===== src/source/armPkg.sv =====
package armPkg;

    // Widths that carry a meaning
    typedef logic [63:0] dataWordT;
    typedef logic [31:0] instrWordT;
    typedef logic [31:0] instrAddrT;
    typedef logic [4:0]  regIndexT;

    // ALU operations
    typedef enum logic [2:0]
    {
        aluAdd,
        aluSub,
        aluAnd,
        aluOr,
        aluXor,
        aluShl,
        aluShr
    } aluOpT;

    // X31 reads as zero and ignores writes
    localparam regIndexT zeroReg = 5'd31;

    // Opcode group codes in the top six bits of the instruction
    localparam logic [5:0] opR = 6'b001010;
    localparam logic [5:0] opI = 6'b100010;
    localparam logic [5:0] opD = 6'b110100;

    // R-format function codes
    localparam logic [4:0] funcAdd = 5'd0;
    localparam logic [4:0] funcAnd = 5'd2;
    localparam logic [4:0] funcEor = 5'd4;
    localparam logic [4:0] funcLsl = 5'd6;
    localparam logic [4:0] funcLsr = 5'd7;
    localparam logic [4:0] funcOrr = 5'd8;
    localparam logic [4:0] funcSub = 5'd9;

    // I-format function codes
    localparam logic [3:0] funcAddi = 4'd0;
    localparam logic [3:0] funcAndi = 4'd2;
    localparam logic [3:0] funcOrri = 4'd6;
    localparam logic [3:0] funcSubi = 4'd7;

    // D-format function codes
    localparam logic [4:0] funcLdur = 5'd0;
    localparam logic [4:0] funcStur = 5'd1;

    // PC increment
    localparam instrAddrT instrStep = 32'd4;

    // ADD X31,X31,X31
    localparam instrWordT nopInstr = 32'h281F_03FF;

endpackage


===== src/source/fetchUnit.sv =====
`timescale 1ns/1ps

module fetchUnit
(
    input  logic              clk,
    input  logic              reset,
    input  armPkg::instrWordT ibus,
    output armPkg::instrAddrT iaddrbus,
    output armPkg::instrWordT instr
);
    import armPkg::*;

    // Program counter only steps since there are no branches
    always_ff @(posedge clk)
    begin
        if (reset)
            iaddrbus <= '0;
        else
            iaddrbus <= iaddrbus + instrStep;
    end

    // IF/ID register holds a NOP until the first fetch lands
    always_ff @(posedge clk)
    begin
        if (reset)
            instr <= nopInstr;
        else
            instr <= ibus;
    end

endmodule


===== src/source/instrDecoder.sv =====
`timescale 1ns/1ps

module instrDecoder
(
    input  armPkg::instrWordT instr,
    output armPkg::regIndexT  readIndexA,
    output armPkg::regIndexT  readIndexB,
    output armPkg::regIndexT  destIndex,
    output armPkg::aluOpT     aluOp,
    output logic              useImm,
    output logic              regWrite,
    output logic              isLoad,
    output logic              isStore,
    output armPkg::dataWordT  immValue
);
    import armPkg::*;

    logic [5:0] opGroup;
    logic [4:0] funcR;
    logic [3:0] funcI;
    dataWordT   aluImm;
    dataWordT   shamtImm;
    dataWordT   dtImm;

    // Opcode [31:21] split into group and function
    assign opGroup = instr[31:26];
    assign funcR   = instr[25:21];
    assign funcI   = instr[25:22];

    // Rd/Rt [4:0], Rn [9:5], Rm [20:16]
    assign destIndex  = instr[4:0];
    assign readIndexA = instr[9:5];
    // Stores read Rt as the data operand
    assign readIndexB = isStore ? instr[4:0] : instr[20:16];

    // ALU immediate [21:10], shamt [15:10], DT offset [20:12]
    assign aluImm   = {{52{instr[21]}}, instr[21:10]};
    assign shamtImm = {58'd0, instr[15:10]};
    assign dtImm    = {{55{instr[20]}}, instr[20:12]};

    always_comb
    begin
        aluOp    = aluAdd;
        useImm   = 1'b0;
        regWrite = 1'b0;
        isLoad   = 1'b0;
        isStore  = 1'b0;
        immValue = aluImm;
        case (opGroup)
            opR:
            begin
                regWrite = 1'b1;
                immValue = shamtImm;
                case (funcR)
                    funcAdd: aluOp = aluAdd;
                    funcSub: aluOp = aluSub;
                    funcAnd: aluOp = aluAnd;
                    funcOrr: aluOp = aluOr;
                    funcEor: aluOp = aluXor;
                    funcLsl:
                    begin
                        aluOp  = aluShl;
                        useImm = 1'b1;
                    end
                    funcLsr:
                    begin
                        aluOp  = aluShr;
                        useImm = 1'b1;
                    end
                    default: regWrite = 1'b0;
                endcase
            end
            opI:
            begin
                regWrite = 1'b1;
                useImm   = 1'b1;
                case (funcI)
                    funcAddi: aluOp = aluAdd;
                    funcSubi: aluOp = aluSub;
                    funcAndi: aluOp = aluAnd;
                    funcOrri: aluOp = aluOr;
                    default:  regWrite = 1'b0;
                endcase
            end
            opD:
            begin
                // Address is always base plus offset
                useImm   = 1'b1;
                immValue = dtImm;
                case (funcR)
                    funcLdur:
                    begin
                        isLoad   = 1'b1;
                        regWrite = 1'b1;
                    end
                    funcStur: isStore = 1'b1;
                    default:  ;
                endcase
            end
            default: ;
        endcase
    end

endmodule


===== src/source/registerFile.sv =====
`timescale 1ns/1ps

module registerFile
(
    input  logic             clk,
    input  armPkg::regIndexT readIndexA,
    input  armPkg::regIndexT readIndexB,
    input  armPkg::regIndexT writeIndex,
    input  logic             writeEnable,
    input  armPkg::dataWordT writeData,
    output armPkg::dataWordT readDataA,
    output armPkg::dataWordT readDataB
);
    import armPkg::*;

    dataWordT regs [32];

    always_ff @(posedge clk)
    begin
        if (writeEnable && writeIndex != zeroReg)
            regs[writeIndex] <= writeData;
    end

    // Zero register first, then same-cycle write bypass
    always_comb
    begin
        if (readIndexA == zeroReg)
            readDataA = '0;
        else if (writeEnable && readIndexA == writeIndex)
            readDataA = writeData;
        else
            readDataA = regs[readIndexA];

        if (readIndexB == zeroReg)
            readDataB = '0;
        else if (writeEnable && readIndexB == writeIndex)
            readDataB = writeData;
        else
            readDataB = regs[readIndexB];
    end

endmodule


===== src/source/executeStage.sv =====
`timescale 1ns/1ps

module executeStage
(
    input  logic             clk,
    input  logic             reset,
    input  armPkg::dataWordT operandA,
    input  armPkg::dataWordT operandB,
    input  armPkg::dataWordT immValue,
    input  armPkg::aluOpT    aluOp,
    input  logic             useImm,
    input  logic             regWrite,
    input  logic             isLoad,
    input  logic             isStore,
    input  armPkg::regIndexT destIndex,
    output armPkg::dataWordT aluResult,
    output armPkg::dataWordT storeValue,
    output logic             exRegWrite,
    output logic             exLoad,
    output logic             exStore,
    output armPkg::regIndexT exDest
);
    import armPkg::*;

    dataWordT    exA;
    dataWordT    exImm;
    aluOpT       exOp;
    logic        exUseImm;
    dataWordT    opB;
    dataWordT    addB;
    dataWordT    sum;
    logic        carryIn;
    // Heap-ordered tree with node 1 as the root and 64..127 as bit leaves
    logic [127:2] gNode;
    logic [127:2] pNode;
    logic [127:1] cNode;

    // ID/EX controls
    always_ff @(posedge clk)
    begin
        if (reset)
        begin
            exRegWrite <= 1'b0;
            exLoad     <= 1'b0;
            exStore    <= 1'b0;
        end
        else
        begin
            exRegWrite <= regWrite;
            exLoad     <= isLoad;
            exStore    <= isStore;
        end
    end

    // ID/EX operands
    always_ff @(posedge clk)
    begin
        exA        <= operandA;
        storeValue <= operandB;
        exImm      <= immValue;
        exOp       <= aluOp;
        exUseImm   <= useImm;
        exDest     <= destIndex;
    end

    assign opB = exUseImm ? exImm : storeValue;

    // Subtract as A + ~B + 1
    assign carryIn = (exOp == aluSub);
    assign addB    = carryIn ? ~opB : opB;

    assign cNode[1] = carryIn;

    for (genvar i = 0; i < 64; i++)
    begin : g_leaf
        assign gNode[64 + i] = exA[i] & addB[i];
        assign pNode[64 + i] = exA[i] ^ addB[i];
        assign sum[i]        = pNode[64 + i] ^ cNode[64 + i];
    end

    // Generate/propagate up to the children of the root
    for (genvar j = 2; j < 64; j++)
    begin : g_node
        assign gNode[j] = gNode[2*j + 1] | (pNode[2*j + 1] & gNode[2*j]);
        assign pNode[j] = pNode[2*j + 1] & pNode[2*j];
    end

    // Carries back down from the root
    for (genvar j = 1; j < 64; j++)
    begin : g_carry
        assign cNode[2*j]     = cNode[j];
        assign cNode[2*j + 1] = gNode[2*j] | (pNode[2*j] & cNode[j]);
    end

    always_comb
    begin
        case (exOp)
            aluAnd:  aluResult = exA & opB;
            aluOr:   aluResult = exA | opB;
            aluXor:  aluResult = exA ^ opB;
            aluShl:  aluResult = exA << opB[5:0];
            aluShr:  aluResult = exA >> opB[5:0];
            default: aluResult = sum;
        endcase
    end

endmodule


===== src/source/memoryStage.sv =====
`timescale 1ns/1ps

module memoryStage
(
    input  logic             clk,
    input  logic             reset,
    input  armPkg::dataWordT aluResult,
    input  armPkg::dataWordT storeValue,
    input  logic             exRegWrite,
    input  logic             exLoad,
    input  logic             exStore,
    input  armPkg::regIndexT exDest,
    input  armPkg::dataWordT loadData,
    output armPkg::dataWordT daddrbus,
    output armPkg::dataWordT storeData,
    output logic             storeEnable,
    output logic             loadEnable,
    output armPkg::regIndexT writeIndex,
    output logic             writeEnable,
    output armPkg::dataWordT writeData
);
    import armPkg::*;

    logic     memRegWrite;
    regIndexT memDest;

    // EX/MEM strobes live for one cycle
    always_ff @(posedge clk)
    begin
        if (reset)
        begin
            storeEnable <= 1'b0;
            loadEnable  <= 1'b0;
            memRegWrite <= 1'b0;
        end
        else
        begin
            storeEnable <= exStore;
            loadEnable  <= exLoad;
            memRegWrite <= exRegWrite;
        end
    end

    always_ff @(posedge clk)
    begin
        daddrbus  <= aluResult;
        storeData <= storeValue;
        memDest   <= exDest;
    end

    // MEM/WB
    always_ff @(posedge clk)
    begin
        if (reset)
            writeEnable <= 1'b0;
        else
            writeEnable <= memRegWrite;
    end

    always_ff @(posedge clk)
    begin
        writeIndex <= memDest;
        writeData  <= loadEnable ? loadData : daddrbus;
    end

endmodule


===== src/source/armPipeline.sv =====
`timescale 1ns/1ps

module armPipeline
(
    input  logic              clk,
    input  logic              reset,
    input  armPkg::instrWordT ibus,
    output armPkg::instrAddrT iaddrbus,
    output armPkg::dataWordT  daddrbus,
    output armPkg::dataWordT  storeData,
    input  armPkg::dataWordT  loadData,
    output logic              storeEnable,
    output logic              loadEnable
);
    import armPkg::*;

    // Decode stage
    instrWordT instr;
    regIndexT  readIndexA;
    regIndexT  readIndexB;
    regIndexT  destIndex;
    aluOpT     aluOp;
    logic      useImm;
    logic      regWrite;
    logic      isLoad;
    logic      isStore;
    dataWordT  immValue;
    dataWordT  readDataA;
    dataWordT  readDataB;

    // Execute stage
    dataWordT  aluResult;
    dataWordT  storeValue;
    logic      exRegWrite;
    logic      exLoad;
    logic      exStore;
    regIndexT  exDest;

    // Writeback
    regIndexT  writeIndex;
    logic      writeEnable;
    dataWordT  writeData;

    fetchUnit i_fetchUnit
    (
        .clk(clk),
        .reset(reset),
        .ibus(ibus),
        .iaddrbus(iaddrbus),
        .instr(instr)
    );

    instrDecoder i_instrDecoder
    (
        .instr(instr),
        .readIndexA(readIndexA),
        .readIndexB(readIndexB),
        .destIndex(destIndex),
        .aluOp(aluOp),
        .useImm(useImm),
        .regWrite(regWrite),
        .isLoad(isLoad),
        .isStore(isStore),
        .immValue(immValue)
    );

    registerFile i_registerFile
    (
        .clk(clk),
        .readIndexA(readIndexA),
        .readIndexB(readIndexB),
        .writeIndex(writeIndex),
        .writeEnable(writeEnable),
        .writeData(writeData),
        .readDataA(readDataA),
        .readDataB(readDataB)
    );

    executeStage i_executeStage
    (
        .clk(clk),
        .reset(reset),
        .operandA(readDataA),
        .operandB(readDataB),
        .immValue(immValue),
        .aluOp(aluOp),
        .useImm(useImm),
        .regWrite(regWrite),
        .isLoad(isLoad),
        .isStore(isStore),
        .destIndex(destIndex),
        .aluResult(aluResult),
        .storeValue(storeValue),
        .exRegWrite(exRegWrite),
        .exLoad(exLoad),
        .exStore(exStore),
        .exDest(exDest)
    );

    memoryStage i_memoryStage
    (
        .clk(clk),
        .reset(reset),
        .aluResult(aluResult),
        .storeValue(storeValue),
        .exRegWrite(exRegWrite),
        .exLoad(exLoad),
        .exStore(exStore),
        .exDest(exDest),
        .loadData(loadData),
        .daddrbus(daddrbus),
        .storeData(storeData),
        .storeEnable(storeEnable),
        .loadEnable(loadEnable),
        .writeIndex(writeIndex),
        .writeEnable(writeEnable),
        .writeData(writeData)
    );

endmodule


===== config.mk =====
export PLATFORM = sky130hd
export DESIGN_NAME = armPipeline
export DESIGN_NICKNAME = d
export VERILOG_FILES = /design/src/source/armPkg.sv /design/src/source/fetchUnit.sv /design/src/source/instrDecoder.sv /design/src/source/registerFile.sv /design/src/source/executeStage.sv /design/src/source/memoryStage.sv /design/src/source/armPipeline.sv
export SDC_FILE = /design/constraint.sdc
export NUM_CORES = 2
export LEC_CHECK = 0
export BUFFER_PORTS_ARGS = -buffer_cell sky130_fd_sc_hd__clkbuf_2
export CAP_MARGIN = 20
export CORE_ASPECT_RATIO = 1.25
export CORE_MARGIN = 1.5
export CORE_UTILIZATION = 54
export CTS_CLUSTER_DIAMETER = 30
export DETAILED_ROUTE_END_ITERATION = 16
export GPL_TIMING_DRIVEN = 0
export HOLD_SLACK_MARGIN = 0.02
export PLACE_DENSITY = 0.8
export SYNTH_ARGS = -nofsm -noshare
export SYNTH_HDL_FRONTEND = slang
export SYNTH_HIERARCHICAL = 1
export SYNTH_SLANG_ARGS = --single-unit

===== constraint.sdc =====
create_clock -name clk -period 5.8 [get_ports clk]
set_input_delay 0.29 -clock clk [delete_from_list [all_inputs] [get_ports clk]]
set_output_delay 0.29 -clock clk [all_outputs]
set_load 0.01 [all_outputs]

==> reports/results.ini, run 1 <==
[status]
status = aborted with a tool error
haltStage = 5_1_grt
tool.error = [ERROR GRT-0232] Routing congestion too high. Check the congestion heatmap in the GUI.

[synth]
synth_warnings = 6
ys_ff_latch = 2520
synth_cell_types = 98
synth_ff_type = edfxtp_1
synth_area_per_cell_um2 = 15.9
synth-async-reset-ratio_pct = 0
synth_enable_flop_cells = 2048
synth_cells = 7700
ys_seq_area_share_pct = 57.8
synth_area_um2 = 123000

[placed_design]
finalWeightedCongestion = 1.16
io_buffers = 257
postPlaceCellArea_um2 = 133000
hpwl_um = 520000

[grt]
grt-ovfl-total = 6
grtUsageTotal_pct = 67.6
grt_max_degree = 54

[cts]
cts_inserted_buffers = 402
cts-root-buf = clkbuf_16
clock_path_buffers = 4
h-tree-depth = 5
cts_num_sinks = 2520

[floorplan]
rows = 195
die_w_um = 429
die_h_um = 536
io_pins = 260
start_util_pct = 54.3

through the flow:
step	setup TNS [ns]	util [%]	std cells	hold WS [ns]	setup slack, ns
CTS	0	65.8	12100	0.0792	0.00774
floorplan	0	-	7764	0.310	0.652
global placement	-6890.56	56.7	11000	0.314	-4.06
detailed placement	-59.13	59.0	11200	0.317	-2.67
what timing repair did:
| item | 4_1_cts |
|---|---|
| pin swaps | 5 |
| gates resized for setup | 67 |
| hold buffers | 97 |
| setup buffers | 5 |
| endpoints found under the hold margin | 103 |
| setup endpoints to repair | 50 |
cell usage after synthesis, types with 14 or more instances:
master	instances	share of area, %
fa_1	31	0.51
nor2b_1	41	0.21
inv_1	160	0.49
o31ai_1	18	0.11
xor2_1	30	0.21
a32oi_1	17	0.12
nor3_1	98	0.40
edfxtp_1	2048	50
o221ai_1	24	0.17
mux4_2	945	17
a22oi_1	189	1.2
nand3_1	33	0.13
a21oi_1	276	1.1
a221oi_1	91	0.65
a31oi_1	20	0.10
and3_1	18	0.092
ha_1	192	2.0
nand2b_1	74	0.38
o21ai_0	207	0.84
a221o_1	26	0.21
mux2i_1	751	6.1
dfxtp_1	472	7.7
o22ai_1	166	0.85
mux2_2	24	0.22
a211o_1	27	0.19
a22o_1	84	0.60
clkbuf_1	249	0.76
buf_2	200	0.82
nand2_1	188	0.57
or2_2	24	0.12
nor2_1	314	0.96
buf_6	33	0.30
o32a_1	16	0.13
a211oi_1	66	0.40
buf_4	110	0.67
xnor2_1	91	0.65
o32ai_1	14	0.10
a21o_1	28	0.17
nand4_1	14	0.071
buf_1	40	0.12
and2_1	17	0.087
mux2_4	66	0.81
cell families after synthesis:
| family | share of synthesized area, % |
|---|---|
| other | 0.00612 |
| and+or+nand+nor | 3.48 |
| DFF | 57.8 |
| xor gates and xnor gates | 0.863 |
| muxes | 24.5 |
| AOI/OAI and AO/OA | 7.50 |
| adders and majority gates | 2.46 |
| buffers and inverters | 3.41 |
metal layers:
metal	overflow	GRT usage, %
met5	0	27.9
met4	4	73.7
met3	0	48.6
met2	2	87.4
met1	0	64.0
==> run 2, diff against run 1 <==
--- a/config.mk
+++ b/config.mk
@@ -7,14 +7,11 @@
 export LEC_CHECK = 0
 export BUFFER_PORTS_ARGS = -buffer_cell sky130_fd_sc_hd__clkbuf_2
 export CAP_MARGIN = 20
-export CORE_ASPECT_RATIO = 1.25
 export CORE_MARGIN = 1.5
-export CORE_UTILIZATION = 54
-export CTS_CLUSTER_DIAMETER = 30
+export CORE_UTILIZATION = 39
 export DETAILED_ROUTE_END_ITERATION = 16
 export GPL_TIMING_DRIVEN = 0
-export HOLD_SLACK_MARGIN = 0.02
-export PLACE_DENSITY = 0.8
+export PLACE_DENSITY_LB_ADDON = 0.15
 export SYNTH_ARGS = -nofsm -noshare
 export SYNTH_HDL_FRONTEND = slang
 export SYNTH_HIERARCHICAL = 1
==> run 2 against run 1 <==
- the flow now finishes, with violations (setup timing)
- synthesized cell count is the same
- area after synthesis stayed put
==> reports/results.ini, run 2 <==
[status]
status = complete, but fails checks  ; was aborted with a tool error
violations = setup timing

[synth]
ys_ff_latch = 2520  ; unchanged
synth_area_um2 = 123000  ; unchanged
yosysTopAreaCellShare_pct = 50.1  ; unchanged
synth_cells = 7700  ; unchanged
synth-simple-area-share_pct = 3.48  ; unchanged
yosysMostFrequentCell = edfxtp_1  ; unchanged
synth_compound_gate_area_share_pct = 7.50  ; unchanged
synth_cell_types = 98  ; unchanged
synthXorXnorAreaFrac_pct = 0.863  ; unchanged
synth_enable_flop_cells = 2048  ; unchanged
synth-async-reset-ratio_pct = 0  ; unchanged
synth_top_family_by_area = multiplexers  ; unchanged
synth_area_per_cell_um2 = 15.9  ; unchanged
ys_seq_area_share_pct = 57.8  ; unchanged
ys_top_cells_by_area = edfxtp_1 (50%), mux4_2 (17%), dfxtp_1 (7.7%), mux2i_1 (6.1%), ha_1 (2.0%)  ; unchanged
synthMuxAreaShare_pct = 24.5  ; unchanged
synth_fa_ha_area_share_pct = 2.46  ; unchanged
synth_ff_type = edfxtp_1  ; unchanged
synth_warnings = 6  ; unchanged
yosys-top-cells-count = edfxtp_1 (2048), mux4_2 (945), mux2i_1 (751)  ; unchanged
yosys.area.top_type = edfxtp_1  ; unchanged

[final_layout]
areaGrowthSynthToFinish_pct = 20.5
final_cell_mix = edfxtp_1 (2048), mux4_2 (945), mux2i_1 (732), dfxtp_1 (463), clkbuf_2 (326)
fin_area_um2 = 148000
top_register = i_registerFile/regs
fin_util_pct = 47.3
largest_reg_flops = 2048
layout_commonest_cell = edfxtp_1
fin_nets = 9077
layout-drive-gt1-share_pct = 29.9
final_cell_count_no_fill = 13300

[critical_path]
worst_r2r_startpoint = i_fetchUnit/instr[31]
required_ns = 6.58
critPathSlowestCell = clkbuf_2
timing.reg2reg.setup_slack_ns = -0.03
ff2ff_path_depth = 12
arrival_ns = 6.61
startpoint_type = flip-flop
cpLargestDelayFamily = simple AND/OR/NAND/NOR gates
worst-path-buf-inv = 4
end_kind = flip-flop
path_depth = 12
path_common_cell = buf_2
critPathKind = reg2reg
path_max_fanout = 11
worst_path_largest_cell_delay_ns = 0.99
r2r-end = i_executeStage/storeValue[63]
path_cells = nor2b_4 > nand4_4 > or4_4 > buf_6 > mux2_4 > buf_2 > buf_2 > nand2_1 > clkbuf_2 > o22ai_1 > a211oi_1 > a22o_1

[placed_design]
finalWeightedCongestion = 1.04  ; was 1.16
io_buffers = 257  ; unchanged
hpwl_um = 553000  ; was 520000 um
dpl.cell_count = 12500  ; was 11200
postPlaceCellArea_um2 = 135000  ; was 133000 um2

[timing]
period_needed_ns = 5.83
slew_violations = 0
setup_viol = 2
finalWorstSetupSlack_ns = -0.0302
finalCritPeriodShare_pct = 101
worstMarginPinSlew_ns = 1.50
fin_setup_tns_ns = -0.0332
max_freq_ghz = 0.172
skew_ns = 0.102
max_slew_margin_pct = 0.0961
finalHoldViolCount = 0

[drt]
drc_errors = 0
first_iter_violations = 18300
wl_um = 747000
drtPass1Iterations = 8
vias = 94400
routed_via_density = 7.07
routedWlPerCell_um = 56.0
ant_nets = 0

[hold_path]
min_from = ibus[8]
hold_class = in2reg
hold_depth = 3
min_to = i_fetchUnit/instr[8]

[floorplan]
io_pins = 260  ; unchanged
start_util_pct = 39.3  ; was 54.3%
die_w_um = 564  ; was 429 um
die_h_um = 564  ; was 536 um
coreArea_um2 = 312000
rows = 205  ; was 195
dieArea_um2 = 318000

[grt]
grtUsageTotal_pct = 46.2
antenna_found_initial = 144
grt_max_degree = 54
grt_pass1_wl_um = 932000
grt-ovfl-total = 0
first_global_vias = 86700

[cts]
cts-root-buf = clkbuf_16  ; unchanged
clock_path_buffers = 4  ; unchanged
h-tree-depth = 5  ; unchanged
cts_num_sinks = 2520  ; unchanged
clk_pin_slew_ns = 0.06
cts_inserted_buffers = 286  ; was 402
clock_latency_ns = 0.97
tritoncts = done

[power_and_ir_drop]
sw_frac_of_total_pct = 36.1
p_leak_nw = 53.1
internal_power_mw = 38.3
power_frac_clock_pct = 31.2
power_density_nw_per_um2 = 406
ir_worst_vdd_mv = 0.313
seqPwrFrac_pct = 41.6
pwr-share-comb_pct = 27.2
p_total_mw = 60.0
switchingPower_mw = 21.7

[run]
drv_cap = 0

[run 2: logic make-up (layout without fill, tap and decap cells)]
| family | count (synthesis) | count (layout) |
|---|---|---|
| adder cells (fa/ha/maj) | 223 | 223 |
| flip-flops | 2520 | 2520 |
| AND/OR/NAND/NOR | 886 | 886 |
| other | 2 | 281 |
| multiplexers | 1786 | 1786 |
| XOR/XNOR | 121 | 121 |
| AO/OA/AOI/OAI | 1346 | 1346 |
| buffers and inverters | 816 | 2040 |
[run 2: how the worst max path moves through the flow]
stage,start,endpoint,slack [ns]
2_1_floorplan,i_executeStage/exUseImm,i_memoryStage/daddrbus[63],0.65
6_report,i_fetchUnit/instr[31],i_executeStage/storeValue[63],-0.03
4_1_cts,i_executeStage/exUseImm,i_memoryStage/daddrbus[63],0.003
3_3_place_gp,i_memoryStage/writeEnable,i_registerFile/regs[8][40],-4.90
3_5_place_dp,i_executeStage/exUseImm,i_memoryStage/daddrbus[43],-3.12
5_1_grt,i_executeStage/exUseImm,i_memoryStage/daddrbus[63],-0.003
[run 2: worst min-delay path, stage by stage]
cell,delay (ns)
dlygate4sd3_1,0.52
clkbuf_2,0.09
or2_2,0.08
[run 2: per-layer routing]
| metal | vias to the layer above | track usage [%] | routed length (um) | part of all wire [%] |
|---|---|---|---|---|
| li1 | 33600 | - | - | - |
| met5 | - | 0 | 537 | 0.072 |
| met2 | 9447 | 66.1 | 312000 | 42 |
| met3 | 2615 | 18.7 | 102000 | 14 |
| met1 | 48600 | 53.0 | 250000 | 33 |
| met4 | 60 | 41.4 | 82400 | 11 |
[run 2: per-stage QoR]
step,worst slack [ns],hold slack [ns]
after global routing,-0.00349,0.113
after CTS,0.00251,0.0762
final,-0.0302,0.0938
after floorplan,0.652,0.310
after global placement,-4.90,0.317
after detailed placement,-3.12,0.317
[run 2: power by group through the flow]
stage,logic (mW),clock network (mW),registers [mW]
after CTS,13.8,18.7,25.8
after global placement,12.3,0,26.5
after floorplan,5.41,0,24.7
final,16.3,18.7,24.9
after global routing,16.2,19.4,24.9
after detailed placement,13.5,0,26.1
[run 2: timing repair]
item | 4_1_cts | 5_1_grt
setup endpoints to repair | 54 | 6
cloned | 0 | 0
hold endpoints to repair | 103 | 0
pin swaps | 7 | 9
hold buffers | 97 | 0
gates resized for setup | 85 | 23
setup buffers | 12 | 11
[run 2: area by class of cell]
class / instances / area [um2]
Fill cell: 26900 / 164000
Sequential cell: 2520 / 71000
Multi-Input combinational cell: 4428 / 48500
Timing Repair Buffer: 712 / 8820
Clock buffer: 369 / 7690
Tap cell: 4140 / 5180
Buffer: 641 / 3840
Clock inverter: 151 / 1720
Inverter: 167 / 641
Antenna cell: 215 / 538
(Power assumes the default switching activity.)
